File: src/rtl/tracking_macros.svh
`ifndef TRACKING_MACROS_SVH
`define TRACKING_MACROS_SVH

// main memory
`define MEM_ADDR_W 19
`define MEM_DATA_W 32

// pointer table
`define PTR_SLOTS 20
`define PTR_ADDR_W 5
`define PTR_VALID_LO 200000
`define PTR_VALID_HI 524288

// rank boundaries by slot index
`define RANK2_FIRST_SLOT 6
`define RANK3_FIRST_SLOT 12

// frame bytes
`define FRAME_MARK 176
`define FRAME_LF 10
`define FRAME_CR 13

// frame lengths
`define FRAME_LEN_M1 28
`define FRAME_LEN_M2 52

// slot bases for position and size bytes
`define GEOM_BASE 2
`define SIZE_BASE_M1 14
`define SIZE_BASE_M2 26

`endif
File: src/rtl/tracking_pkg.sv
package tracking_pkg;

	// switch settings 00 and 11 both decode to MODE_NONE
	typedef enum logic [1:0] {
		MODE_NONE = 2'd0,
		MODE_1    = 2'd1,	// r/g/b, ranks 1-2, 28 bytes
		MODE_2    = 2'd2	// six colours, ranks 1-2, 52 bytes
	} track_mode_t;

	// record colour byte minus one
	typedef enum logic [2:0] {
		RED    = 3'd0,
		ORANGE = 3'd1,
		YELLOW = 3'd2,
		GREEN  = 3'd3,
		BLUE   = 3'd4,
		PURPLE = 3'd5
	} blob_color_t;

	typedef logic [1:0] blob_rank_t;	// 1..3
	typedef logic [5:0] frame_addr_t;
	typedef logic [7:0] frame_byte_t;

	// record word 1, x in the top byte
	typedef struct packed {
		frame_byte_t x;
		frame_byte_t y;
		frame_byte_t size_hi;
		frame_byte_t size_lo;
	} blob_geom_t;

	function automatic track_mode_t decode_mode(input logic [1:0] sw);
		case (sw)
			2'b01:   return MODE_1;
			2'b10:   return MODE_2;
			default: return MODE_NONE;
		endcase
	endfunction

endpackage

File: src/rtl/tracking_output_assembly.sv
`timescale 1ns/10ps
`include "tracking_macros.svh"

module tracking_output_assembly (
	input  logic                          clk,
	input  logic                          rst,
	input  logic                          start,
	input  logic [1:0]                    slide_switches,
	input  logic [`PTR_ADDR_W-1:0]        number_of_valid_blobs,
	output logic [`PTR_ADDR_W-1:0]        blob_pointer_addr,
	input  logic [`MEM_ADDR_W-1:0]        blob_pointer,
	output logic [`MEM_ADDR_W-1:0]        mem_addr,
	input  logic [`MEM_DATA_W-1:0]        mem_rdata,
	input  tracking_pkg::frame_addr_t     frame_rd_addr,
	output tracking_pkg::frame_byte_t     frame_rd_data,
	output tracking_pkg::frame_addr_t     number_of_bytes_to_transmit,
	output logic [7:0]                    tracking_display,
	output logic                          done
);

	tracking_pkg::track_mode_t mode;
	logic scan_start;
	logic scan_done;

	// blob handoff from fetch to writer
	logic                      blob_valid;
	logic                      blob_ready;
	tracking_pkg::blob_rank_t  blob_rank;
	tracking_pkg::blob_color_t blob_color;
	tracking_pkg::blob_geom_t  blob_geom;

	// frame buffer write side
	logic                      wr_en;
	tracking_pkg::frame_addr_t wr_addr;
	tracking_pkg::frame_byte_t wr_data;

	frame_writer u_frame_writer (
		.clk                         (clk),
		.rst                         (rst),
		.start                       (start),
		.slide_switches              (slide_switches),
		.scan_done                   (scan_done),
		.blob_valid                  (blob_valid),
		.blob_rank                   (blob_rank),
		.blob_color                  (blob_color),
		.blob_geom                   (blob_geom),
		.mode                        (mode),
		.scan_start                  (scan_start),
		.blob_ready                  (blob_ready),
		.wr_en                       (wr_en),
		.wr_addr                     (wr_addr),
		.wr_data                     (wr_data),
		.number_of_bytes_to_transmit (number_of_bytes_to_transmit),
		.done                        (done)
	);

	blob_fetch u_blob_fetch (
		.clk                   (clk),
		.rst                   (rst),
		.scan_start            (scan_start),
		.mode                  (mode),
		.number_of_valid_blobs (number_of_valid_blobs),
		.blob_pointer          (blob_pointer),
		.mem_rdata             (mem_rdata),
		.blob_ready            (blob_ready),
		.blob_pointer_addr     (blob_pointer_addr),
		.mem_addr              (mem_addr),
		.blob_valid            (blob_valid),
		.blob_rank             (blob_rank),
		.blob_color            (blob_color),
		.blob_geom             (blob_geom),
		.scan_done             (scan_done),
		.tracking_display      (tracking_display)
	);

	packet_buffer u_packet_buffer (
		.clk     (clk),
		.wr_en   (wr_en),
		.wr_addr (wr_addr),
		.wr_data (wr_data),
		.rd_addr (frame_rd_addr),
		.rd_data (frame_rd_data)
	);

endmodule

File: src/rtl/frame_writer.sv
`timescale 1ns/10ps
`include "tracking_macros.svh"

module frame_writer (
	input  logic                          clk,
	input  logic                          rst,
	input  logic                          start,
	input  logic [1:0]                    slide_switches,
	input  logic                          scan_done,
	input  logic                          blob_valid,
	input  tracking_pkg::blob_rank_t      blob_rank,
	input  tracking_pkg::blob_color_t     blob_color,
	input  tracking_pkg::blob_geom_t      blob_geom,
	output tracking_pkg::track_mode_t     mode,
	output logic                          scan_start,
	output logic                          blob_ready,
	output logic                          wr_en,
	output tracking_pkg::frame_addr_t     wr_addr,
	output tracking_pkg::frame_byte_t     wr_data,
	output tracking_pkg::frame_addr_t     number_of_bytes_to_transmit,
	output logic                          done
);

	typedef enum logic [2:0] {S_IDLE, S_CLEAR, S_HDR, S_SCAN, S_BLOB} fw_state_t;

	fw_state_t state;
	tracking_pkg::frame_addr_t step;		// clear address, header or blob byte index
	tracking_pkg::track_mode_t run_mode;
	tracking_pkg::track_mode_t sw_mode;
	tracking_pkg::blob_geom_t  geom_q;
	tracking_pkg::frame_addr_t y_addr_q;
	tracking_pkg::frame_addr_t size_addr_q;
	logic scan_end;		// scan finished while a blob was still being written

	logic skip;
	logic [2:0] k_idx;
	tracking_pkg::frame_addr_t rank_off;
	tracking_pkg::frame_addr_t col_off;
	tracking_pkg::frame_addr_t size_base;
	tracking_pkg::frame_addr_t pos_addr;
	tracking_pkg::frame_addr_t size_addr;

	assign sw_mode = tracking_pkg::decode_mode(slide_switches);
	assign blob_ready = (state == S_SCAN);

	// slot map for the offered blob
	always_comb begin
		skip  = 1'b0;
		k_idx = blob_color;
		if (run_mode == tracking_pkg::MODE_1) begin
			case (blob_color)
				tracking_pkg::RED:   k_idx = 3'd0;
				tracking_pkg::GREEN: k_idx = 3'd1;
				tracking_pkg::BLUE:  k_idx = 3'd2;
				default:             skip  = 1'b1;	// no slot in mode 1
			endcase
		end else if (blob_color > tracking_pkg::PURPLE) begin
			skip = 1'b1;
		end
		if (blob_rank == 2'd2)
			rank_off = (run_mode == tracking_pkg::MODE_2) ? 6'd12 : 6'd6;
		else
			rank_off = 6'd0;
		col_off   = 6'({k_idx, 1'b0});
		size_base = (run_mode == tracking_pkg::MODE_2) ? 6'(`SIZE_BASE_M2) : 6'(`SIZE_BASE_M1);
		pos_addr  = 6'(`GEOM_BASE) + rank_off + col_off;
		size_addr = size_base + rank_off + col_off;
	end

	always_ff @(posedge clk) begin
		wr_en      <= 1'b0;
		scan_start <= 1'b0;
		if (rst) begin
			state    <= S_IDLE;
			done     <= 1'b0;
			mode     <= tracking_pkg::MODE_NONE;
			run_mode <= tracking_pkg::MODE_NONE;
			step     <= '0;
			scan_end <= 1'b0;
			number_of_bytes_to_transmit <= '0;
		end else begin
			if (scan_done)
				scan_end <= 1'b1;
			case (state)
				S_IDLE: begin
					if (start) begin
						mode     <= tracking_pkg::MODE_NONE;	// held until the scan begins
						run_mode <= sw_mode;
						step     <= '0;
						scan_end <= 1'b0;
						case (sw_mode)
							tracking_pkg::MODE_1: begin
								number_of_bytes_to_transmit <= 6'(`FRAME_LEN_M1);
								done  <= 1'b0;
								state <= S_CLEAR;
							end
							tracking_pkg::MODE_2: begin
								number_of_bytes_to_transmit <= 6'(`FRAME_LEN_M2);
								done  <= 1'b0;
								state <= S_CLEAR;
							end
							default: begin
								number_of_bytes_to_transmit <= '0;
								done <= 1'b1;		// nothing to assemble
							end
						endcase
					end
				end
				S_CLEAR: begin
					wr_en   <= 1'b1;
					wr_addr <= step;
					wr_data <= '0;
					step    <= step + 1'b1;
					if (step == 6'(`FRAME_LEN_M2 - 1)) begin
						step  <= '0;
						state <= S_HDR;
					end
				end
				S_HDR: begin
					wr_en <= 1'b1;
					step  <= step + 1'b1;
					case (step[1:0])
						2'd0: begin
							wr_addr <= 6'd0;
							wr_data <= 8'(`FRAME_MARK);
						end
						2'd1: begin
							wr_addr <= 6'd1;
							wr_data <= 8'(run_mode);	// protocol version is the mode number
						end
						2'd2: begin
							wr_addr <= number_of_bytes_to_transmit - 6'd2;
							wr_data <= 8'(`FRAME_LF);
						end
						default: begin
							wr_addr    <= number_of_bytes_to_transmit - 6'd1;
							wr_data    <= 8'(`FRAME_CR);
							mode       <= run_mode;
							scan_start <= 1'b1;
							state      <= S_SCAN;
						end
					endcase
				end
				S_SCAN: begin
					if (scan_done || scan_end) begin
						done  <= 1'b1;
						state <= S_IDLE;
					end else if (blob_valid && !skip) begin
						// x goes out in the transfer cycle
						wr_en       <= 1'b1;
						wr_addr     <= pos_addr;
						wr_data     <= blob_geom.x;
						geom_q      <= blob_geom;
						y_addr_q    <= pos_addr + 6'd1;
						size_addr_q <= size_addr;
						step        <= '0;
						state       <= S_BLOB;
					end
				end
				S_BLOB: begin
					wr_en <= 1'b1;
					step  <= step + 1'b1;
					case (step[1:0])
						2'd0: begin
							wr_addr <= y_addr_q;
							wr_data <= geom_q.y;
						end
						2'd1: begin
							wr_addr <= size_addr_q;
							wr_data <= geom_q.size_hi;
						end
						default: begin
							wr_addr <= size_addr_q + 6'd1;
							wr_data <= geom_q.size_lo;
							state   <= S_SCAN;
						end
					endcase
				end
				default: state <= S_IDLE;
			endcase
		end
	end

	a_wr_in_frame: assert property (@(posedge clk) disable iff (rst)
		wr_en |-> wr_addr < 6'(`FRAME_LEN_M2));

endmodule

File: src/rtl/blob_fetch.sv
`timescale 1ns/10ps
`include "tracking_macros.svh"

module blob_fetch (
	input  logic                          clk,
	input  logic                          rst,
	input  logic                          scan_start,
	input  tracking_pkg::track_mode_t     mode,
	input  logic [`PTR_ADDR_W-1:0]        number_of_valid_blobs,
	input  logic [`MEM_ADDR_W-1:0]        blob_pointer,
	input  logic [`MEM_DATA_W-1:0]        mem_rdata,
	input  logic                          blob_ready,
	output logic [`PTR_ADDR_W-1:0]        blob_pointer_addr,
	output logic [`MEM_ADDR_W-1:0]        mem_addr,
	output logic                          blob_valid,
	output tracking_pkg::blob_rank_t      blob_rank,
	output tracking_pkg::blob_color_t     blob_color,
	output tracking_pkg::blob_geom_t      blob_geom,
	output logic                          scan_done,
	output logic [7:0]                    tracking_display
);

	typedef enum logic [2:0] {
		F_IDLE, F_PTR_WAIT, F_PTR_CHK, F_REC0, F_REC1, F_REC2, F_OFFER
	} fetch_state_t;

	fetch_state_t state;
	logic [`PTR_ADDR_W-1:0] nvb_q;		// blob limit for this run
	logic [`PTR_ADDR_W-1:0] accepted;
	logic [`PTR_ADDR_W-1:0] accepted_next;
	logic ptr_ok;
	logic last_slot;
	logic [7:0] color_m1;
	tracking_pkg::blob_rank_t slot_rank;

	assign ptr_ok = (32'(blob_pointer) >= `PTR_VALID_LO) && (32'(blob_pointer) < `PTR_VALID_HI);
	assign last_slot = (blob_pointer_addr == `PTR_ADDR_W'(`PTR_SLOTS - 1));
	assign accepted_next = accepted + 1'b1;
	assign color_m1 = mem_rdata[7:0] - 8'd1;

	// rank follows the slot index
	assign slot_rank = (blob_pointer_addr < `PTR_ADDR_W'(`RANK2_FIRST_SLOT)) ? 2'd1 :
		(blob_pointer_addr < `PTR_ADDR_W'(`RANK3_FIRST_SLOT)) ? 2'd2 : 2'd3;

	always_ff @(posedge clk) begin
		scan_done <= 1'b0;
		if (rst) begin
			state             <= F_IDLE;
			blob_valid        <= 1'b0;
			blob_pointer_addr <= '0;
			accepted          <= '0;
			nvb_q             <= '0;
			tracking_display  <= '0;
		end else begin
			case (state)
				F_IDLE: begin
					// writer holds mode at MODE_NONE from start until the scan
					if (mode == tracking_pkg::MODE_NONE)
						tracking_display <= '0;
					if (scan_start) begin
						nvb_q             <= number_of_valid_blobs;
						accepted          <= '0;
						blob_pointer_addr <= '0;
						if (number_of_valid_blobs == '0)
							scan_done <= 1'b1;
						else
							state <= F_PTR_WAIT;
					end
				end
				F_PTR_WAIT: state <= F_PTR_CHK;	// pointer table latency
				F_PTR_CHK: begin
					if (!ptr_ok) begin
						if (last_slot) begin
							scan_done <= 1'b1;
							state     <= F_IDLE;
						end else begin
							blob_pointer_addr <= blob_pointer_addr + 1'b1;
							state             <= F_PTR_WAIT;
						end
					end else if (slot_rank == 2'd3) begin
						scan_done <= 1'b1;	// rank 3 ends the run
						state     <= F_IDLE;
					end else begin
						mem_addr  <= blob_pointer;
						blob_rank <= slot_rank;
						state     <= F_REC0;
					end
				end
				F_REC0: begin
					mem_addr <= mem_addr + 1'b1;
					state    <= F_REC1;
				end
				F_REC1: begin
					// codes outside 1..6 map to 7 so the writer drops them
					if (color_m1 > 8'd5)
						blob_color <= tracking_pkg::blob_color_t'(3'd7);
					else
						blob_color <= tracking_pkg::blob_color_t'(color_m1[2:0]);
					state <= F_REC2;
				end
				F_REC2: begin
					blob_geom  <= tracking_pkg::blob_geom_t'(mem_rdata);
					blob_valid <= 1'b1;
					state      <= F_OFFER;
				end
				F_OFFER: begin
					if (blob_ready) begin
						blob_valid <= 1'b0;
						accepted   <= accepted_next;
						if (blob_color <= tracking_pkg::PURPLE)
							tracking_display[blob_color] <= 1'b1;
						if (accepted_next == nvb_q || last_slot) begin
							scan_done <= 1'b1;
							state     <= F_IDLE;
						end else begin
							blob_pointer_addr <= blob_pointer_addr + 1'b1;
							state             <= F_PTR_WAIT;
						end
					end
				end
				default: state <= F_IDLE;
			endcase
		end
	end

	// offered blob must not change under back-pressure
	a_blob_stable: assert property (@(posedge clk) disable iff (rst)
		blob_valid && !blob_ready |=> blob_valid && $stable(blob_rank) &&
			$stable(blob_color) && $stable(blob_geom));

endmodule

File: src/rtl/packet_buffer.sv
`timescale 1ns/10ps

// frame store, written by the assembler and read by the transmitter
module packet_buffer (
	input  logic                      clk,
	input  logic                      wr_en,
	input  tracking_pkg::frame_addr_t wr_addr,
	input  tracking_pkg::frame_byte_t wr_data,
	input  tracking_pkg::frame_addr_t rd_addr,
	output tracking_pkg::frame_byte_t rd_data
);

	tracking_pkg::frame_byte_t mem [0:63];

	always_ff @(posedge clk) begin
		if (wr_en)
			mem[wr_addr] <= wr_data;
	end

	// registered read, data one cycle after the address
	always_ff @(posedge clk) begin
		rd_data <= mem[rd_addr];
	end

endmodule

File: config.mk
export PLATFORM = sky130hd
export DESIGN_NAME = tracking_output_assembly
export DESIGN_NICKNAME = d
export VERILOG_FILES = /design/src/rtl/tracking_pkg.sv /design/src/rtl/tracking_output_assembly.sv /design/src/rtl/frame_writer.sv /design/src/rtl/blob_fetch.sv /design/src/rtl/packet_buffer.sv
export VERILOG_INCLUDE_DIRS = /design/src /design/src/rtl
export SDC_FILE = /design/constraint.sdc
export NUM_CORES = 1
export LEC_CHECK = 0
export ABC_AREA = 0
export BUFFER_PORTS_ARGS = -buffer_cell sky130_fd_sc_hd__buf_2
export CAP_MARGIN = 15
export CELL_PAD_IN_SITES_DETAIL_PLACEMENT = 0
export CELL_PAD_IN_SITES_GLOBAL_PLACEMENT = 1
export CORE_UTILIZATION = 40
export CTS_CLUSTER_DIAMETER = 60
export DETAILED_ROUTE_END_ITERATION = 12
export GPL_ROUTABILITY_DRIVEN = 0
export PLACE_DENSITY = 0.6
export SLEW_MARGIN = 10
export SYNTH_ARGS = -nofsm -noshare
export SYNTH_HDL_FRONTEND = slang
export SYNTH_HIERARCHICAL = 1
export SYNTH_SLANG_ARGS = --single-unit
File: constraint.sdc
create_clock -name clk -period 6.54 [get_ports clk]
set_clock_uncertainty 0.15 [all_clocks]
set_input_delay 0.654 -clock clk [delete_from_list [all_inputs] [get_ports clk]]
set_output_delay 0.654 -clock clk [all_outputs]
set_load 0.05 [all_outputs]
# Word level (Yosys, flattened, before mapping)
# Memories as Yosys holds them, arrays and structs flattened. A register that Yosys moved wholly into a read port is not among the register bits.
# Cells that the tools add are included.
# classes
add_sub_neg	13
order_cmp	8
n_eq_ne	44
mux	86
bitwise	5
reduce_logical	43
# ops
operator	count
6-bit case mux with 4 select lines	2
6-bit two-way mux	7
8-bit two-way mux	5
19-bit two-way mux	2
19-bit case mux with 2 select lines	1
3-bit two-way mux	12
5-bit two-way mux	7
8-bit case mux with 2 select lines	2
8-bit case mux with 4 select lines	1
1-bit two-way mux	26
2-bit inequality test (second input constant)	12
6-bit case mux with 2 select lines	2
8-bit case mux with 3 select lines	1
4-bit AND reduction	6
3-bit case mux with 7 select lines	1
19-bit by 1-bit adder with 19-bit output (second input constant)	1
19-bit by 18-bit greater-or-equal comparator with 1-bit output (second input constant)	1
6-bit by 1-bit adder with 6-bit output (second input constant)	3
6-bit case mux with 3 select lines	1
3-bit by 2-bit equality test with 1-bit output (second input constant)	5
3-bit equality test (second input constant)	5
3-bit case mux with 5 select lines	1
5-bit case mux with 3 select lines	1
6-bit by 4-bit adder with 6-bit output	2
45 further kinds	92
# totals
regBits	157
ramBits	512
inputBits	67
output_inout_bits	47
wordCells	230
n_memories	1
# mem_list
memory	depth	word_bits	rd	rd_ports_with_merged_regs	wr	line	rtl
u_packet_buffer.mem	64	8	1	1	1	packet_buffer.sv:13	tracking_pkg::frame_byte_t mem [0:63];

# Longest topological paths before layout
# logic_depth
ltp_word	9
mapped_depth	13
mapped_depth_nobuf	13

# Cells and area by module
# Netlist, hierarchy kept.
# by_module_without_submodules
module	instances	cells_each	area_per_inst_um2	seq_area_each_um2
packet_buffer	1	972	20190.6	15534.9
blob_fetch	1	365	3941.3	2242.2
frame_writer	1	313	3310.7	1771.7

# Worst setup path before layout
# No wires, ideal clock.
# synth_timing
path_type	input to register
start	in rst
end	reg u_blob_fetch/blob_geom[0] (netlist name)
setup_ns	0.517
arrival_time_ns	4.131
t_required_ns	5.873
path_slack_ns	1.742
cell_stages	1
n_path_buf	0
cell_sequence	nor4b_1
# synth_via
elab_chain_cells	2
# synth_rtl
item	line	rtl
from (decl)	tracking_output_assembly.sv:6	input logic rst,
1-bit NOT (no line)	--	
2-bit AND reduction (no line)	--	
# Every way passes these cells.
# A chain may end at the register's enable or synchronous reset.

# Final worst setup path
# layout_timing
start	reg u_frame_writer.state[1]
end	reg u_blob_fetch.blob_pointer_addr[4]
# layout_via
elab_chain_cells	3
# layout_rtl
item	line	rtl
from (decl)	frame_writer.sv:26	fw_state_t state;
from (signal assigned)	frame_writer.sv:74	state <= S_IDLE;
from (signal assigned)	frame_writer.sv:95	state <= S_CLEAR;
from (signal assigned)	frame_writer.sv:100	state <= S_CLEAR;
3-bit by 2-bit equality test with 1-bit output	frame_writer.sv:44	assign blob_ready = (state == S_SCAN);
net blob_ready	tracking_output_assembly.sv:27	logic blob_ready;
2-bit inequality test (no line)	--	
6-bit AND reduction (no line)	--	
to (signal assigned)	blob_fetch.sv:77	blob_pointer_addr <= blob_pointer_addr + 1'b1;
to (signal assigned)	blob_fetch.sv:116	blob_pointer_addr <= blob_pointer_addr + 1'b1;
to (decl)	blob_fetch.sv:13	output logic [`PTR_ADDR_W-1:0] blob_pointer_addr,
# The timed path passes the listed nets, and every way through them passes these cells.

==> flow_metrics.env <==
export IMPL_start_util=0.4065
export IMPL_synthAdderAreaFrac=0.01267
export IMPL_grt_antenna_before_repair=0
export IMPL_drive_gt1_frac=0.2170
export IMPL_grt_setup_unrepaired="no"
export IMPL_layout_common_cells="615 x edfxtp_1, 138 x nor2_1, 124 x mux4_2"
export IMPL_hpwl_um=41340
export IMPL_gr_total_overflow=0
export IMPL_n_antenna_cell=0
export IMPL_first_pass_iters=5
export IMPL_ios=114
export IMPL_worst_pin_slew_ps=1091
export IMPL_whs_ps=62.81
export IMPL_grt_pass1_vias=15180
export IMPL_dr_wl_met3_um=4022
export IMPL_synthCells=1650
export IMPL_fmax_mhz=265.9
export IMPL_via_per_inst=5.571
export IMPL_cp_max_fo=17
export IMPL_cts_buffers_inserted=75
export IMPL_critPathCaptureType="register"
export IMPL_drt_antenna_violating_nets=0
export IMPL_dr_total_vias=15080
export IMPL_seq_area_frac_synth=0.7124
export IMPL_dr_wl_met2_um=31830
export IMPL_grt_start_max_net_pins=65
export IMPL_grt_util_all_layers=0.1918
export IMPL_ys_seq_elements=669
export IMPL_detailed_place_area_um2=28830
export IMPL_drc_errors=0
export IMPL_die_x_um=263.9
export IMPL_cp_data_arrival_time_ps=4150
export IMPL_cts_hold_buf=0
export IMPL_htree_levels=3
export IMPL_drt_iter0_markers=1195
export IMPL_dieArea_um2=69660
export IMPL_core_rowCount=95
export IMPL_cts_tree="yes"
export IMPL_routed_wl_um=66640
export IMPL_synth_edff_count=615
export IMPL_highest_layer="met4"
export IMPL_maxSlewViolCount=0
export IMPL_final_common_cell="edfxtp_1"
export IMPL_setup_violations_final=0
export IMPL_met1_length_um=29180
export IMPL_fin_area_um2=31250
export IMPL_clockBufferDepth=3
export IMPL_startpoint_type="register"
export IMPL_fill_cells=5866
export IMPL_fin_crit_sh=0.5750
export IMPL_power_leakage_uw=0.01019
export IMPL_hold_viol=0
export IMPL_synth_main_ff_cell="edfxtp_1"
export IMPL_cts_num_sinks=669
export IMPL_peakVddDrop_uv=174.8
export IMPL_cts_resized=0
export IMPL_clkSlewWorstSetupHoldPaths_ps=60
export IMPL_syn_area_per_cell_um2=16.63
export IMPL_core_area_um2=67510
export IMPL_slew_headroom=0.2700
export IMPL_required_ps=6930
export IMPL_criticalPathCategory="reg -> reg"
export IMPL_clk_latency_ps=620
export IMPL_layout_nets=1867
export IMPL_post_cts_setup_buffers=0
export IMPL_synthArstFlopShare=0
export IMPL_grt_pass1_wl_um=99130
export IMPL_yosys_area_share_simple=0.07336
export IMPL_io_buffers=111
export IMPL_cellPowerDensity_nw_per_um2=297.1
export IMPL_area_growth_pct=13.88
export IMPL_synth_top_family_by_area="multiplexers"
export IMPL_netlist_area_um2=27440
export IMPL_cts_root_buf="clkbuf_16"
export IMPL_min_path_type="in -> reg"
export IMPL_tns_ps=0
export IMPL_synth_compound_area_share=0.05909
export IMPL_wl_per_cell_um=24.62
export IMPL_synth_xor_xnor_area_share=0.008936
export IMPL_yosys_warnings=6
export IMPL_muxShareOfSynthArea=0.1121
export IMPL_period_needed_ps=3760
export IMPL_die_h_um=263.9
export IMPL_status="finished clean"
export IMPL_cap_violations=0
export IMPL_yosysUniqueCellTypes=84
flip-flops by register name (all words and copies together) (netlist names), 6 cells and up:
signal                         cells
u_blob_fetch/blob_geom            32
u_blob_fetch/mem_addr             19
u_blob_fetch/tracking_display      8
u_frame_writer/geom_q             24
u_frame_writer/step                6
u_frame_writer/wr_addr             6
u_frame_writer/wr_data             8
u_packet_buffer/mem              512
u_packet_buffer/rd_data            8
Yosys cell counts (4+ instances only):
cell / n / area [µm²]
nand3_1: 38 / 190.2
o211ai_1: 5 / 37.54
dfxtp_1: 54 / 1081
nor2_1: 138 / 518.0
and3_1: 4 / 25.02
o221ai_1: 7 / 61.31
mux2i_1: 26 / 260.3
a2111oi_0: 5 / 43.79
mux4_2: 124 / 2793
o21ai_0: 55 / 275.3
or2_2: 9 / 56.30
or3_1: 11 / 68.82
nand3b_1: 7 / 52.55
nand4_1: 9 / 56.30
a31oi_1: 10 / 62.56
buf_4: 15 / 112.6
xnor2_1: 13 / 113.9
o22ai_1: 28 / 175.2
a221oi_1: 8 / 70.07
nand2b_1: 24 / 150.1
a21o_1: 6 / 45.04
xor2_1: 15 / 131.4
a21oi_1: 52 / 260.3
nand2_1: 96 / 360.4
o31ai_1: 5 / 37.54
nor3_1: 15 / 75.07
edfxtp_1: 615 / 18470
clkbuf_1: 40 / 150.1
buf_6: 7 / 78.83
ha_1: 23 / 287.8
and2_1: 4 / 25.02
nor4_1: 6 / 37.54
a22oi_1: 18 / 135.1
a22o_1: 11 / 96.34
nor2b_1: 25 / 156.4
buf_2: 21 / 105.1
inv_1: 25 / 93.84
routing by layer:
layer	vias to the layer above	GRT usage
met3	107	0.03701
met4	0	0.05437
met5	-	0
met1	7729	0.2693
li1	6785	-
met2	459	0.3046
final timing paths:
check	start	end	slack, ps	cells after the start
max	u_frame_writer/state[1]$_SDFFE_PP0P_	u_blob_fetch/blob_pointer_addr[4]$_SDFFE_PP0P_	2780	9
min	mem_rdata[29]	u_blob_fetch/blob_geom[29]$_DFFE_PP_	60	1
max reg2reg	u_frame_writer/state[1]$_SDFFE_PP0P_	u_blob_fetch/blob_pointer_addr[4]$_SDFFE_PP0P_	2780	9
min reg2reg	u_blob_fetch/blob_geom[14]$_DFFE_PP_	u_frame_writer/geom_q[14]$_DFFE_PP_	270	0
final cells by class:
cell class	count	area (µm²)	share of cell area
flip-flops and latches	669	19550	0.6255
multi-input cells	866	7333	0.2347
clock buffers	97	2042	0.06534
well taps	873	1092	0.03495
repair buffers	133	757.0	0.02422
clock inverters	40	369.1	0.01181
inverters	29	108.9	0.003483
logic make-up (layout without fill, tap and decap cells):
logic type / count (synthesis) / after routing
xor gates and xnor gates: 28 / 28
AOI/OAI and AO/OA: 245 / 245
and+or+nand+nor: 413 / 413
buffers and inverters: 116 / 299
DFF: 669 / 669
other: 1 / 2
adders and majority gates: 26 / 26
muxes: 152 / 152
power by group:
group	internal (µW)	switching (µW)	leakage (µW)	total [µW]
sequential	4680	30.4	0.00598	4710
clock	2420	1690	0.00119	4110
combinational	158	308	0.00302	466
critical path, cell delays in order, from the launching register on:
cell      delay [ps]
dfxtp_1          630
nor2b_1          760
nand2_1          290
clkinv_1         350
nand2b_1         150
a22oi_1           90
or3_1            490
nand2b_1         210
or4b_1           490
o21ai_2           70
through the flow:
stage                     setup WS [ps]  total power (µW)  utilization  std cells
after floorplan                    1742              5097            -       1651
after global placement             2957              5267       0.4271       2570
after detailed placement           2866              5273       0.4271       2570
after CTS                          2824              9398       0.4628       2707
after global routing               2522              9575       0.4629       2707
final                              2780              9284       0.4629       2707
Note: power is estimated with default switching activity, not from simulation.
